==> src/source/udp_pkg.sv <==
package udp_pkg;

    typedef logic [7:0]  byte_t;
    typedef logic [47:0] mac_addr_t;
    typedef logic [31:0] ip_addr_t;
    typedef logic [15:0] port_t;
    typedef logic [15:0] len16_t;
    typedef logic [31:0] crc_t;

    localparam mac_addr_t LOCAL_MAC  = 48'h11_11_11_11_11_11;
    localparam ip_addr_t  LOCAL_IP   = 32'hC0_A8_01_6E;
    localparam port_t     LOCAL_PORT = 16'h8080;
    localparam ip_addr_t  DEST_IP    = 32'hC0_A8_01_69;
    localparam port_t     DEST_PORT  = 16'h8080;
    localparam mac_addr_t BCAST_MAC  = 48'hFF_FF_FF_FF_FF_FF;

    // Payload length is fixed, so a UDP frame is exactly the 60-byte minimum.
    localparam int      PAYLOAD_LEN   = 18;
    localparam int      ETH_HDR_LEN   = 14;
    localparam int      IP_HDR_LEN    = 20;
    localparam int      UDP_HDR_LEN   = 8;
    localparam int      PAYLOAD_OFS   = ETH_HDR_LEN + IP_HDR_LEN + UDP_HDR_LEN;
    localparam int      UDP_FRAME_LEN = PAYLOAD_OFS + PAYLOAD_LEN;
    localparam len16_t  IP_TOTAL_LEN  = len16_t'(IP_HDR_LEN + UDP_HDR_LEN + PAYLOAD_LEN);
    localparam len16_t  UDP_LEN       = len16_t'(UDP_HDR_LEN + PAYLOAD_LEN);

    localparam int      ARP_FRAME_LEN    = 60;
    localparam int      ARP_CONTENT_LEN  = 42;
    localparam int      ARP_RETRY_CYCLES = 125_000;
    localparam int      IFG_CYCLES       = 12;

    localparam byte_t   IP_VER_IHL    = 8'h45;
    localparam byte_t   IP_TTL        = 8'd64;
    localparam byte_t   IP_PROTO_UDP  = 8'd17;
    localparam len16_t  IP_FLAGS      = 16'h4000;
    localparam len16_t  ETH_TYPE_IP   = 16'h0800;
    localparam len16_t  ETH_TYPE_ARP  = 16'h0806;
    localparam byte_t   ARP_OP_REQUEST = 8'd1;
    localparam byte_t   ARP_OP_REPLY   = 8'd2;

    localparam crc_t    CRC_POLY_REFL = 32'hEDB8_8320;
    localparam byte_t   PREAMBLE_BYTE = 8'h55;
    localparam byte_t   SFD_BYTE      = 8'hD5;

    typedef enum logic [1:0] {ARP_IDLE, ARP_SEND, ARP_WAIT, ARP_FOUND} arp_state_t;
    typedef enum logic [2:0] {TX_IDLE, TX_PREAMBLE, TX_DATA, TX_FCS, TX_GAP} tx_state_t;

    // Byte k of an address, counted from the most significant byte as it goes on the wire.
    function automatic byte_t mac_byte(mac_addr_t mac, int k);
        return mac[47 - 8 * k -: 8];
    endfunction

    function automatic byte_t ip_byte(ip_addr_t ip, int k);
        return ip[31 - 8 * k -: 8];
    endfunction

endpackage : udp_pkg

==> src/source/arp_resolver.sv <==
module arp_resolver
    import udp_pkg::*;
(
    input  logic      rgmii_clk,
    input  logic      rstn,
    input  logic      rx_valid,
    input  byte_t     rx_data,
    input  logic      arp_rd,
    output logic      arp_req,
    output byte_t     arp_byte,
    output logic      arp_last,
    output mac_addr_t dest_mac,
    output logic      arp_found
);

    arp_state_t  state;
    logic [5:0]  tx_idx;
    logic [16:0] retry_cnt;
    logic [5:0]  rx_idx;
    logic        rx_bad;
    logic        chk;
    byte_t       exp_byte;
    mac_addr_t   sha;
    logic        frame_ok;

    assign arp_req   = (state == ARP_SEND);
    assign arp_found = (state == ARP_FOUND);
    assign arp_last  = (tx_idx == 6'(ARP_FRAME_LEN - 1));

    // Broadcast request, target hardware address left at zero.
    always_comb begin
        arp_byte = 8'h00;
        case (tx_idx) inside
            [6'd0:6'd5]:   arp_byte = mac_byte(BCAST_MAC, int'(tx_idx));
            [6'd6:6'd11]:  arp_byte = mac_byte(LOCAL_MAC, int'(tx_idx) - 6);
            6'd12:         arp_byte = ETH_TYPE_ARP[15:8];
            6'd13:         arp_byte = ETH_TYPE_ARP[7:0];
            6'd15:         arp_byte = 8'h01;
            6'd16:         arp_byte = ETH_TYPE_IP[15:8];
            6'd17:         arp_byte = ETH_TYPE_IP[7:0];
            6'd18:         arp_byte = 8'h06;
            6'd19:         arp_byte = 8'h04;
            6'd21:         arp_byte = ARP_OP_REQUEST;
            [6'd22:6'd27]: arp_byte = mac_byte(LOCAL_MAC, int'(tx_idx) - 22);
            [6'd28:6'd31]: arp_byte = ip_byte(LOCAL_IP, int'(tx_idx) - 28);
            [6'd38:6'd41]: arp_byte = ip_byte(DEST_IP, int'(tx_idx) - 38);
            default:       arp_byte = 8'h00;
        endcase
    end

    always_ff @(posedge rgmii_clk) begin
        if (!rstn) begin
            state     <= ARP_IDLE;
            tx_idx    <= '0;
            retry_cnt <= '0;
        end else begin
            case (state)
                ARP_IDLE: state <= ARP_SEND;
                ARP_SEND: begin
                    if (arp_rd) begin
                        if (arp_last) begin
                            tx_idx    <= '0;
                            retry_cnt <= '0;
                            state     <= ARP_WAIT;
                        end else begin
                            tx_idx <= tx_idx + 6'd1;
                        end
                    end
                end
                ARP_WAIT: begin
                    if (frame_ok) begin
                        state <= ARP_FOUND;
                    end else if (retry_cnt == 17'(ARP_RETRY_CYCLES - 1)) begin
                        state <= ARP_SEND;
                    end else begin
                        retry_cnt <= retry_cnt + 17'd1;
                    end
                end
                ARP_FOUND: state <= ARP_FOUND;
                default:   state <= ARP_IDLE;
            endcase
        end
    end

    // Only these positions decide whether a frame is the reply we want.
    always_comb begin
        chk      = 1'b1;
        exp_byte = 8'h00;
        case (rx_idx) inside
            6'd12:         exp_byte = ETH_TYPE_ARP[15:8];
            6'd13:         exp_byte = ETH_TYPE_ARP[7:0];
            6'd20:         exp_byte = 8'h00;
            6'd21:         exp_byte = ARP_OP_REPLY;
            [6'd28:6'd31]: exp_byte = ip_byte(DEST_IP, int'(rx_idx) - 28);
            [6'd38:6'd41]: exp_byte = ip_byte(LOCAL_IP, int'(rx_idx) - 38);
            default:       chk = 1'b0;
        endcase
    end

    always_ff @(posedge rgmii_clk) begin
        if (!rstn) begin
            rx_idx <= '0;
            rx_bad <= 1'b0;
        end else if (rx_valid) begin
            if (rx_idx != 6'd63) begin
                rx_idx <= rx_idx + 6'd1;
            end
            if (chk && rx_data != exp_byte) begin
                rx_bad <= 1'b1;
            end
        end else begin
            rx_idx <= '0;
            rx_bad <= 1'b0;
        end
    end

    // A nonzero index with rx_valid low marks the cycle right after a frame.
    assign frame_ok = !rx_valid && !rx_bad && (rx_idx >= 6'(ARP_CONTENT_LEN));

    always_ff @(posedge rgmii_clk) begin
        if (rx_valid && rx_idx >= 6'd22 && rx_idx <= 6'd27) begin
            sha <= {sha[39:0], rx_data};
        end
        if (state == ARP_WAIT && frame_ok) begin
            dest_mac <= sha;
        end
    end

    a_rd_needs_req: assert property (@(posedge rgmii_clk) disable iff (!rstn)
        arp_rd |-> arp_req);

endmodule : arp_resolver

==> src/source/eth_crc32.sv <==
module eth_crc32
    import udp_pkg::*;
(
    input  logic  rgmii_clk,
    input  logic  rstn,
    input  logic  clear,
    input  logic  update,
    input  byte_t din,
    output crc_t  crc
);

    crc_t crc_reg;

    // Bits enter LSB first, so the reflected polynomial shifts right.
    function automatic crc_t crc_step(crc_t c, byte_t d);
        crc_t r;
        r = c;
        for (int i = 0; i < 8; i++) begin
            if (r[0] ^ d[i]) begin
                r = (r >> 1) ^ CRC_POLY_REFL;
            end else begin
                r = r >> 1;
            end
        end
        return r;
    endfunction

    always_ff @(posedge rgmii_clk) begin
        if (!rstn || clear) begin
            crc_reg <= '1;
        end else if (update) begin
            crc_reg <= crc_step(crc_reg, din);
        end
    end

    assign crc = ~crc_reg;

endmodule : eth_crc32

==> src/source/mac_tx_arbiter.sv <==
module mac_tx_arbiter
    import udp_pkg::*;
(
    input  logic  rgmii_clk,
    input  logic  rstn,
    input  logic  arp_req,
    input  byte_t arp_byte,
    input  logic  arp_last,
    input  logic  udp_req,
    input  byte_t udp_byte,
    input  logic  udp_last,
    output logic  arp_rd,
    output logic  udp_rd,
    output logic  tx_valid,
    output byte_t tx_data
);

    tx_state_t  state;
    logic [3:0] cnt;
    logic       sel_arp;
    logic       shown_last;
    logic       rd;
    logic       crc_clear;
    byte_t      src_byte;
    logic       src_last;
    crc_t       crc;
    crc_t       fcs_sr;

    assign src_byte  = sel_arp ? arp_byte : udp_byte;
    assign src_last  = sel_arp ? arp_last : udp_last;
    assign crc_clear = (state == TX_IDLE);

    // The source byte is taken one cycle before it appears on tx_data.
    assign rd     = (state == TX_PREAMBLE && cnt == 4'd7) || (state == TX_DATA && !shown_last);
    assign arp_rd = rd && sel_arp;
    assign udp_rd = rd && !sel_arp;

    eth_crc32 crc_i (
        .rgmii_clk (rgmii_clk),
        .rstn      (rstn),
        .clear     (crc_clear),
        .update    (rd),
        .din       (src_byte),
        .crc       (crc)
    );

    always_ff @(posedge rgmii_clk) begin
        if (!rstn) begin
            state      <= TX_IDLE;
            cnt        <= '0;
            sel_arp    <= 1'b0;
            shown_last <= 1'b0;
            tx_valid   <= 1'b0;
        end else begin
            case (state)
                TX_IDLE: begin
                    if (arp_req || udp_req) begin
                        sel_arp  <= arp_req;
                        cnt      <= '0;
                        tx_valid <= 1'b1;
                        state    <= TX_PREAMBLE;
                    end
                end
                TX_PREAMBLE: begin
                    cnt <= cnt + 4'd1;
                    if (cnt == 4'd7) begin
                        shown_last <= src_last;
                        state      <= TX_DATA;
                    end
                end
                TX_DATA: begin
                    if (shown_last) begin
                        cnt   <= '0;
                        state <= TX_FCS;
                    end else begin
                        shown_last <= src_last;
                    end
                end
                TX_FCS: begin
                    cnt <= cnt + 4'd1;
                    if (cnt == 4'd3) begin
                        cnt      <= '0;
                        tx_valid <= 1'b0;
                        state    <= TX_GAP;
                    end
                end
                TX_GAP: begin
                    cnt <= cnt + 4'd1;
                    if (cnt == 4'(IFG_CYCLES - 1)) begin
                        state <= TX_IDLE;
                    end
                end
                default: state <= TX_IDLE;
            endcase
        end
    end

    always_ff @(posedge rgmii_clk) begin
        if (rd) begin
            tx_data <= src_byte;
        end else begin
            case (state)
                TX_PREAMBLE: tx_data <= (cnt == 4'd6) ? SFD_BYTE : PREAMBLE_BYTE;
                TX_DATA: begin
                    tx_data <= crc[7:0];
                    fcs_sr  <= crc >> 8;
                end
                TX_FCS: begin
                    tx_data <= fcs_sr[7:0];
                    fcs_sr  <= fcs_sr >> 8;
                end
                default: tx_data <= PREAMBLE_BYTE;
            endcase
        end
    end

    a_gap_idle: assert property (@(posedge rgmii_clk) disable iff (!rstn)
        state == TX_GAP |-> !tx_valid);

endmodule : mac_tx_arbiter

==> src/source/udp_packet_builder.sv <==
module udp_packet_builder
    import udp_pkg::*;
(
    input  logic      rgmii_clk,
    input  logic      rstn,
    input  logic      trig,
    input  byte_t     data,
    input  logic      arp_found,
    input  mac_addr_t dest_mac,
    input  logic      udp_rd,
    output logic      udp_req,
    output byte_t     udp_byte,
    output logic      udp_last
);

    byte_t       bank [2][PAYLOAD_LEN];
    logic [1:0]  full;
    logic        wr_bank;
    logic [4:0]  wr_idx;
    logic        rd_bank;
    logic [5:0]  out_idx;
    logic [4:0]  pay_idx;
    len16_t      ident;
    len16_t      ip_csum;
    logic        accept;
    logic        start;
    logic [19:0] hdr_sum;
    logic [16:0] fold_sum;
    len16_t      hdr_csum;

    assign accept   = trig && !full[wr_bank];
    assign start    = !udp_req && full[rd_bank] && arp_found;
    assign udp_last = (out_idx == 6'(UDP_FRAME_LEN - 1));
    assign pay_idx  = 5'(out_idx - 6'(PAYLOAD_OFS));

    // Ones'-complement sum over the header words with the checksum field at zero.
    assign hdr_sum = 20'({IP_VER_IHL, 8'h00}) + 20'(IP_TOTAL_LEN) + 20'(ident)
                   + 20'(IP_FLAGS) + 20'({IP_TTL, IP_PROTO_UDP})
                   + 20'(LOCAL_IP[31:16]) + 20'(LOCAL_IP[15:0])
                   + 20'(DEST_IP[31:16]) + 20'(DEST_IP[15:0]);
    assign fold_sum = 17'(hdr_sum[15:0]) + 17'(hdr_sum[19:16]);
    assign hdr_csum = ~(fold_sum[15:0] + 16'(fold_sum[16]));

    always_ff @(posedge rgmii_clk) begin
        if (!rstn) begin
            full    <= '0;
            wr_bank <= 1'b0;
            wr_idx  <= '0;
            rd_bank <= 1'b0;
            out_idx <= '0;
            udp_req <= 1'b0;
            ident   <= '0;
        end else begin
            if (accept) begin
                if (wr_idx == 5'(PAYLOAD_LEN - 1)) begin
                    wr_idx        <= '0;
                    full[wr_bank] <= 1'b1;
                    wr_bank       <= !wr_bank;
                end else begin
                    wr_idx <= wr_idx + 5'd1;
                end
            end
            if (start) begin
                udp_req <= 1'b1;
            end
            if (udp_rd) begin
                if (udp_last) begin
                    out_idx       <= '0;
                    udp_req       <= 1'b0;
                    full[rd_bank] <= 1'b0;
                    rd_bank       <= !rd_bank;
                    ident         <= ident + 16'd1;
                end else begin
                    out_idx <= out_idx + 6'd1;
                end
            end
        end
    end

    always_ff @(posedge rgmii_clk) begin
        if (accept) begin
            bank[wr_bank][wr_idx] <= data;
        end
        if (start) begin
            ip_csum <= hdr_csum;
        end
    end

    always_comb begin
        udp_byte = 8'h00;
        case (out_idx) inside
            [6'd0:6'd5]:   udp_byte = mac_byte(dest_mac, int'(out_idx));
            [6'd6:6'd11]:  udp_byte = mac_byte(LOCAL_MAC, int'(out_idx) - 6);
            6'd12:         udp_byte = ETH_TYPE_IP[15:8];
            6'd13:         udp_byte = ETH_TYPE_IP[7:0];
            6'd14:         udp_byte = IP_VER_IHL;
            6'd16:         udp_byte = IP_TOTAL_LEN[15:8];
            6'd17:         udp_byte = IP_TOTAL_LEN[7:0];
            6'd18:         udp_byte = ident[15:8];
            6'd19:         udp_byte = ident[7:0];
            6'd20:         udp_byte = IP_FLAGS[15:8];
            6'd21:         udp_byte = IP_FLAGS[7:0];
            6'd22:         udp_byte = IP_TTL;
            6'd23:         udp_byte = IP_PROTO_UDP;
            6'd24:         udp_byte = ip_csum[15:8];
            6'd25:         udp_byte = ip_csum[7:0];
            [6'd26:6'd29]: udp_byte = ip_byte(LOCAL_IP, int'(out_idx) - 26);
            [6'd30:6'd33]: udp_byte = ip_byte(DEST_IP, int'(out_idx) - 30);
            6'd34:         udp_byte = LOCAL_PORT[15:8];
            6'd35:         udp_byte = LOCAL_PORT[7:0];
            6'd36:         udp_byte = DEST_PORT[15:8];
            6'd37:         udp_byte = DEST_PORT[7:0];
            6'd38:         udp_byte = UDP_LEN[15:8];
            6'd39:         udp_byte = UDP_LEN[7:0];
            [6'd42:6'd59]: udp_byte = bank[rd_bank][pay_idx];
            default:       udp_byte = 8'h00;
        endcase
    end

    a_req_after_arp: assert property (@(posedge rgmii_clk) disable iff (!rstn)
        $rose(udp_req) |-> arp_found);

endmodule : udp_packet_builder

==> src/source/udp_sender.sv <==
module udp_sender
    import udp_pkg::*;
(
    input  logic  rgmii_clk,
    input  logic  rstn,
    input  logic  trig,
    input  byte_t data,
    output logic  connected,
    input  logic  rx_valid,
    input  byte_t rx_data,
    output logic  tx_valid,
    output byte_t tx_data
);

    logic      arp_req;
    byte_t     arp_byte;
    logic      arp_last;
    logic      arp_rd;
    logic      udp_req;
    byte_t     udp_byte;
    logic      udp_last;
    logic      udp_rd;
    mac_addr_t dest_mac;
    logic      arp_found;

    assign connected = arp_found;

    arp_resolver arp_i (
        .rgmii_clk (rgmii_clk),
        .rstn      (rstn),
        .rx_valid  (rx_valid),
        .rx_data   (rx_data),
        .arp_rd    (arp_rd),
        .arp_req   (arp_req),
        .arp_byte  (arp_byte),
        .arp_last  (arp_last),
        .dest_mac  (dest_mac),
        .arp_found (arp_found)
    );

    udp_packet_builder udp_i (
        .rgmii_clk (rgmii_clk),
        .rstn      (rstn),
        .trig      (trig),
        .data      (data),
        .arp_found (arp_found),
        .dest_mac  (dest_mac),
        .udp_rd    (udp_rd),
        .udp_req   (udp_req),
        .udp_byte  (udp_byte),
        .udp_last  (udp_last)
    );

    mac_tx_arbiter mac_i (
        .rgmii_clk (rgmii_clk),
        .rstn      (rstn),
        .arp_req   (arp_req),
        .arp_byte  (arp_byte),
        .arp_last  (arp_last),
        .udp_req   (udp_req),
        .udp_byte  (udp_byte),
        .udp_last  (udp_last),
        .arp_rd    (arp_rd),
        .udp_rd    (udp_rd),
        .tx_valid  (tx_valid),
        .tx_data   (tx_data)
    );

endmodule : udp_sender

==> config.mk <==
export PLATFORM = sky130hd
export DESIGN_NAME = udp_sender
export DESIGN_NICKNAME = d
export VERILOG_FILES = /design/src/source/udp_pkg.sv /design/src/source/arp_resolver.sv /design/src/source/eth_crc32.sv /design/src/source/mac_tx_arbiter.sv /design/src/source/udp_packet_builder.sv /design/src/source/udp_sender.sv
export SDC_FILE = /design/constraint.sdc
export NUM_CORES = 1
export LEC_CHECK = 0
export BUFFER_PORTS_ARGS = -buffer_cell sky130_fd_sc_hd__buf_2
export CAP_MARGIN = 15
export CORE_AREA = 2 2 234 236
export CTS_BUF_LIST = sky130_fd_sc_hd__clkbuf_8 sky130_fd_sc_hd__clkbuf_16
export DETAILED_ROUTE_END_ITERATION = 12
export DIE_AREA = 0 0 236 238
export PLACE_DENSITY = 0.69
export SLEW_MARGIN = 40
export SYNTH_ARGS = -nofsm -noshare
export SYNTH_HDL_FRONTEND = slang
export SYNTH_SLANG_ARGS = --single-unit
==> constraint.sdc <==
create_clock -name rgmii_clk -period 5.9 [get_ports rgmii_clk]
set_clock_uncertainty 0.05 [all_clocks]
set_input_delay 1.18 -clock rgmii_clk [delete_from_list [all_inputs] [get_ports rgmii_clk]]
set_output_delay 1.18 -clock rgmii_clk [all_outputs]
set_load 0.005 [all_outputs]
== Word-level counts from Yosys, hierarchy flattened ==
Memory sizes are Yosys's and may differ from the RTL's. A register that Yosys moved wholly into a read port is not among the register bits.
Cells that the tools add are included.
Widths: inputs -> output; s select.

* Word-level logic and storage cells: 379
* RAM bits: 288
* Input bits: 20
* Memories: 1
* Register bits after elaboration: 258

* Add/subtract/negate cells: 37
* Eq/ne operators: 58
* $lt $le $gt $ge: 34
* Shift-type cells: 11
* Multiplexer cells: 131
* Bitwise gates (word level): 24
* Reductions and logical operators: 60

{| class="wikitable"
|+ Memory list
! name !! words !! bits a word !! rd ports !! clocked after Yosys merged registers in !! write ports !! line !! source
|-
| udp_i.bank || 2 || 144 || 1 || 1 || 1 || udp_packet_builder.sv:16 || <nowiki>byte_t bank [2][PAYLOAD_LEN];</nowiki>
|}

{| class="wikitable"
|+ Operators by type and width
! operator !! number
|-
| $mux 32 || 22
|-
| $mux 8 || 49
|-
| $shiftx 39x32->8 const A || 6
|-
| $shiftx 55x32->8 const A || 4
|-
| $sub 6x32->32 const A || 6
|-
| $mux 144 || 1
|-
| $not 13->14 || 8
|-
| $eq 6x5->1 const B || 17
|-
| $sub 7x32->32 const A || 3
|-
| $mux 17 || 4
|-
| $pmux 32 s2 || 1
|-
| $shiftx 55x32->8 || 1
|-
| $eq 6x4->1 const B || 8
|-
| $eq 6x6->1 const B || 8
|-
| $add 20x15->20 const B || 2
|-
| $add 20x16->20 const B || 2
|-
| $add 20x9->20 const B || 2
|-
| $bmux 8 s5 || 1
|-
| $demux 8 s5 || 1
|-
| $ge 6x5->1 const B || 6
|-
| $ge 6x6->1 const B || 6
|-
| $sub 6x5->7 const B || 5
|-
| $pmux 17 s2 || 1
|-
| $not 32->32 || 1
|-
| other kinds (66) || 190
|}

== Longest topological paths before layout ==
* Word-level depth: 60
* Depth in mapped cells: 30

== Modules after synthesis ==
A second synthesis with hierarchy kept.

* Cell total of the unflattened synthesis: 1942
* Area total of the unflattened synthesis: 25889.8 sq um

{| class="wikitable"
|+ By module, submodules not included
! module !! area each (sq um) !! cells an instance !! sequential area each (sq um) !! instances
|-
| udp_packet_builder || 15930.3 || 1099 || 9789.4 || 1
|-
| arp_resolver || 5679.2 || 454 || 3523.4 || 1
|-
| eth_crc32 || 2182.1 || 209 || 640.6 || 1
|-
| mac_tx_arbiter || 2098.3 || 180 || 1081.0 || 1
|}

== Worst setup path before layout ==
Ideal clock, no wire load.

* Path type: flip-flop to flip-flop
* Start: register udp_i.ident[2]
* End: register udp_i.ip_csum[15], data pin
* Library setup time: 0.262 ns
* Slack: 0.470 ns
* Path buffers: 2
* Arrival time: 5.118 ns
* Stages on the path, launching flop included: 29
* Data required time: 5.588 ns
* Path through: dfxtp_1 > clkbuf_1 > inv_1 > ha_1 > nand2b_1 > nand4_1 > mux2_2 > o32a_1 > nor4_2 > nor2_1 > nor3b_1 > o21ai_0 > nand2_1 > ha_1 > inv_1 > fa_1 > inv_1 > a21oi_1 > nor2_1 > nand3b_1 > nor3_2 > nand2_1 > nor4_1 > ha_1 > and3_1 > clkbuf_1 > and4b_1 > o21ai_1 > xnor2_1

* Word-level cells in the longest chain between the ends: 10

{| class="wikitable"
|+ RTL lines
! what !! line !! source
|-
| start: declaration || udp_packet_builder.sv:23 || <nowiki>len16_t ident;</nowiki>
|-
| start signal: assignment || udp_packet_builder.sv:72 || <nowiki>ident <= ident + 16'd1;</nowiki>
|-
| $add 15x16->17 || udp_packet_builder.sv:37 || <nowiki>assign hdr_sum = 20'({IP_VER_IHL, 8'h00}) + 20'(IP_TOTAL_LEN) + 20'(ident)</nowiki>
|-
| $add 20x15->20 (2 in a row) || udp_packet_builder.sv:38 || <nowiki>+ 20'(IP_FLAGS) + 20'({IP_TTL, IP_PROTO_UDP})</nowiki>
|-
| $add 20x16->20 || udp_packet_builder.sv:39 || <nowiki>+ 20'(LOCAL_IP[31:16]) + 20'(LOCAL_IP[15:0])</nowiki>
|-
| $add 20x9->20 || udp_packet_builder.sv:39 ||
|-
| $add 20x16->20 || udp_packet_builder.sv:40 || <nowiki>+ 20'(DEST_IP[31:16]) + 20'(DEST_IP[15:0]);</nowiki>
|-
| $add 20x9->20 || udp_packet_builder.sv:40 ||
|-
| $add 16x4->17 || udp_packet_builder.sv:41 || <nowiki>assign fold_sum = 17'(hdr_sum[15:0]) + 17'(hdr_sum[19:16]);</nowiki>
|-
| $add 16x1->16 || udp_packet_builder.sv:42 || <nowiki>assign hdr_csum = ~(fold_sum[15:0] + 16'(fold_sum[16]));</nowiki>
|-
| $not 16->16 || udp_packet_builder.sv:42 ||
|-
| via udp_i.hdr_csum[15] || udp_packet_builder.sv:29 || <nowiki>len16_t hdr_csum;</nowiki>
|-
| end signal: assignment || udp_packet_builder.sv:85 || <nowiki>ip_csum <= hdr_csum;</nowiki>
|-
| end: declaration || udp_packet_builder.sv:24 || <nowiki>len16_t ip_csum;</nowiki>
|}

The timed path passes the listed nets, and every way through them passes these cells.
A chain may end at the register's enable or synchronous reset.

== Worst setup path in the final report ==
* Start: register udp_i.ident[2]
* End: register udp_i.ip_csum[4], data pin

Same word-level chain as after synthesis.

==> out/summary.txt <==
Total power: 10100 uW
Final min period: 5.47 ns
Initial antenna violation count: 1
Largest net degree at the start of global routing: 67
Clock transition at path regs: 0.06 ns
Die area: 56200 um^2
Antenna Cells: 0
CTS tree: yes
# DRC: 0
Hold Crit Start: arp_i.sha[45]
Post-synth EDFFs: 424
WL final: 62000 um
Crit. Startpoint: udp_i.ident[2]
Synthesized area per cell: 12.3 um^2
CP startpoint kind: flip-flop
Final ANT Viol Nets: 0
Clock Path Buffers: 3
Critical Path Max Stage Delay: 0.39 ns
Regs by FF count: udp_i.bank x288, arp_i.dest_mac x48, arp_i.sha x48
Number of global-route vias before repair: 16900
Gr usage total: 0.220
Gate Count Post-Synth: 2148
Register share of total power: 0.424
Cell mode on critical path: ha_1
Max-cap violations: 0
Die H: 238 um
Area growth syn-to-layout: 10.1%
Share of post-route cells with drive strength above 1: 0.150
# IOs: 30
Arrival @ worst endpoint: 5.79 ns
Internal power: 7190 uW
# H-tree levels: 2
Dpl ws: 0.0703 ns
Ys flop type: edfxtp_1
Worst Path Max Fanout: 8
Synth Cell Area: 26500 um^2
Via-to-Cell Ratio: 5.91
DR vias: 17200
Final hold vios: 0
Final period util: 0.927
Rel. slew slack: 0.361
Global route overflow: 0
Flops & latches, synth: 539
Tightest Hold Check Type: flip-flop to flip-flop
Total Nets Final: 2242
Synth cell types: 120
Clock Sinks: 539
Final Max Tran Viols: 0
Root Buffer Master: clkbuf_16
Die width: 236 um
Max reg flops: 288
IR drop worst, VDD: 0.000257 V
Cts bufs inserted: 55
Clock Latency Late Sink: 0.62 ns
Final Core Density: 0.546
Hold-fix buffers, CTS: 0
Asr flop ratio synth: 0
Sum of negative setup slack: 0 ns
Critical Path Sink Type: flip-flop
Status: finished, final reports clean
Fill count: 4358
Hold slack: 0.366 ns
FMAX: 183 MHz
Detail Placement HPWL: 42400 um
Yosys warning total: 0
Switching portion of total power: 0.292
First-pass GRT wire length: 96900 um
Routability cong.: 0.931
Crit path max-delay cell type: fa_1
Register area share after synthesis: 0.567
WL/cell: 21.3 um
Most frequent cells in the layout: edfxtp_1 (424), nor2_1 (181), nand2_1 (160)
Most flop-heavy register: udp_i.bank
Most common cell after layout, fill and taps aside: edfxtp_1
Reg2Reg Launch Point: udp_i.ident[2]
Setup WS post-layout: 0.428 ns
Critical path type: flip-flop to flip-flop
# rows: 85
First-pass DRT Iterations: 7
Placeable Area: 53500 um^2
Final setup fails: 0
Switching power: 2960 uW
Pwr Density: 348 nW/um^2
Initial DRC count: 1758
Port Buf Inserts: 29
Starting Density: 0.496
Required time worst endpoint: 6.22 ns
Share of power burned in the clock network: 0.346
Slew at the pin closest to its max-slew limit: 0.935 ns
Power share of the combinational group: 0.230
Leak: 0.00963 uW
metrics by stage:
stage	cells	area (um^2)
2_1_floorplan	2149	26500
3_3_place_gp	2799	27200
3_5_place_dp	2799	27200
4_1_cts	2901	29100
5_1_grt	2902	29200
6_report	2902	29200
critical path, delay by kind of cell, from the launching register on:
| family | cells | cell delay (ns) |
|---|---|---|
| buf+inv | 3 | 0.30 |
| flops | 1 | 0.31 |
| compound gates | 6 | 1.21 |
| simple gates | 11 | 1.89 |
| fa+ha+maj | 4 | 1.04 |
| xor+xnor | 1 | 0.13 |
| mux | 1 | 0.31 |
final timing paths:
| check | cells after the start | slack, ns | endpoint |
|---|---|---|---|
| worst min-delay path | 0 | 0.37 | arp_i.dest_mac[45] |
| worst max register to register | 26 | 0.43 | udp_i.ip_csum[4] |
| worst max-delay path | 26 | 0.43 | udp_i.ip_csum[4] |
| worst min register to register | 0 | 0.37 | arp_i.dest_mac[45] |
synth_stat cells (all sizes together), types with 7 or more instances:
cell type  instances  area share
a21boi             9      0.0027
mux2              18      0.0076
nor2             203       0.029
nor4              19      0.0047
nand4             25      0.0059
o221ai             7      0.0023
or3               22      0.0052
buf               49       0.014
a22oi             23      0.0067
nand2b            22      0.0055
nor3              45      0.0093
and2              35      0.0083
a21o               9      0.0026
a211oi            23      0.0074
or2               11      0.0026
nor3b             10      0.0028
nor2b             29      0.0068
xor2              64       0.024
o22ai             10      0.0024
a21oi            113       0.021
nand3b            10      0.0028
inv               45      0.0065
mux2i             57       0.022
dfxtp            115       0.087
xnor2            103       0.038
o31ai             11      0.0035
a31oi             23      0.0060
o211ai            30      0.0093
ha                60       0.028
nand3             46      0.0087
clkbuf            64      0.0094
and3              20      0.0047
mux4              54       0.046
nand2            161       0.023
o21ai             77       0.015
edfxtp           424        0.48
per-layer routing:
metal  GRT usage  wire [um]  vias up  share of wire
li1            -          -     8025              -
met1       0.307      26800     8442           0.43
met2       0.352      29000      577           0.47
met3      0.0335       4360      106          0.070
met4      0.0768       1760        0          0.028
met5           0          0        -              0
cell type report:
class                   count  area, um^2  area share
multi-input cells        1450       10800       0.370
flip-flops and latches    539       15000       0.515
repair buffers             69         458      0.0157
clock buffers              60        1480      0.0506
well taps                 696         871      0.0298
clock inverters            42         384      0.0132
inverters                  46         175     0.00600
logic make-up after synthesis:
| kind of cell | count (synthesis) | synth area share |
|---|---|---|
| AND/OR/NAND/NOR | 689 | 0.131 |
| multiplexers | 129 | 0.0750 |
| AO/OA/AOI/OAI | 395 | 0.0999 |
| other | 2 | 0.000283 |
| flip-flops | 539 | 0.567 |
| adder cells (fa/ha/maj) | 61 | 0.0291 |
| XOR/XNOR | 173 | 0.0669 |
| buffers and inverters | 160 | 0.0309 |
power by group through the flow:
stage	logic, uW	registers (uW)	clock network, uW
floorplan	1760	4350	0
global placement	2280	4380	0
detailed placement	2310	4380	0
CTS	2320	4300	3570
global route	2520	4320	3720
finish	2330	4300	3520
repair_timing:
item | 4_1_cts | 5_1_grt
setup buffers | 0 | 1
resized for setup | 0 | 12
endpoints found under the setup margin | 0 | 13
(Power assumes the default switching activity.)
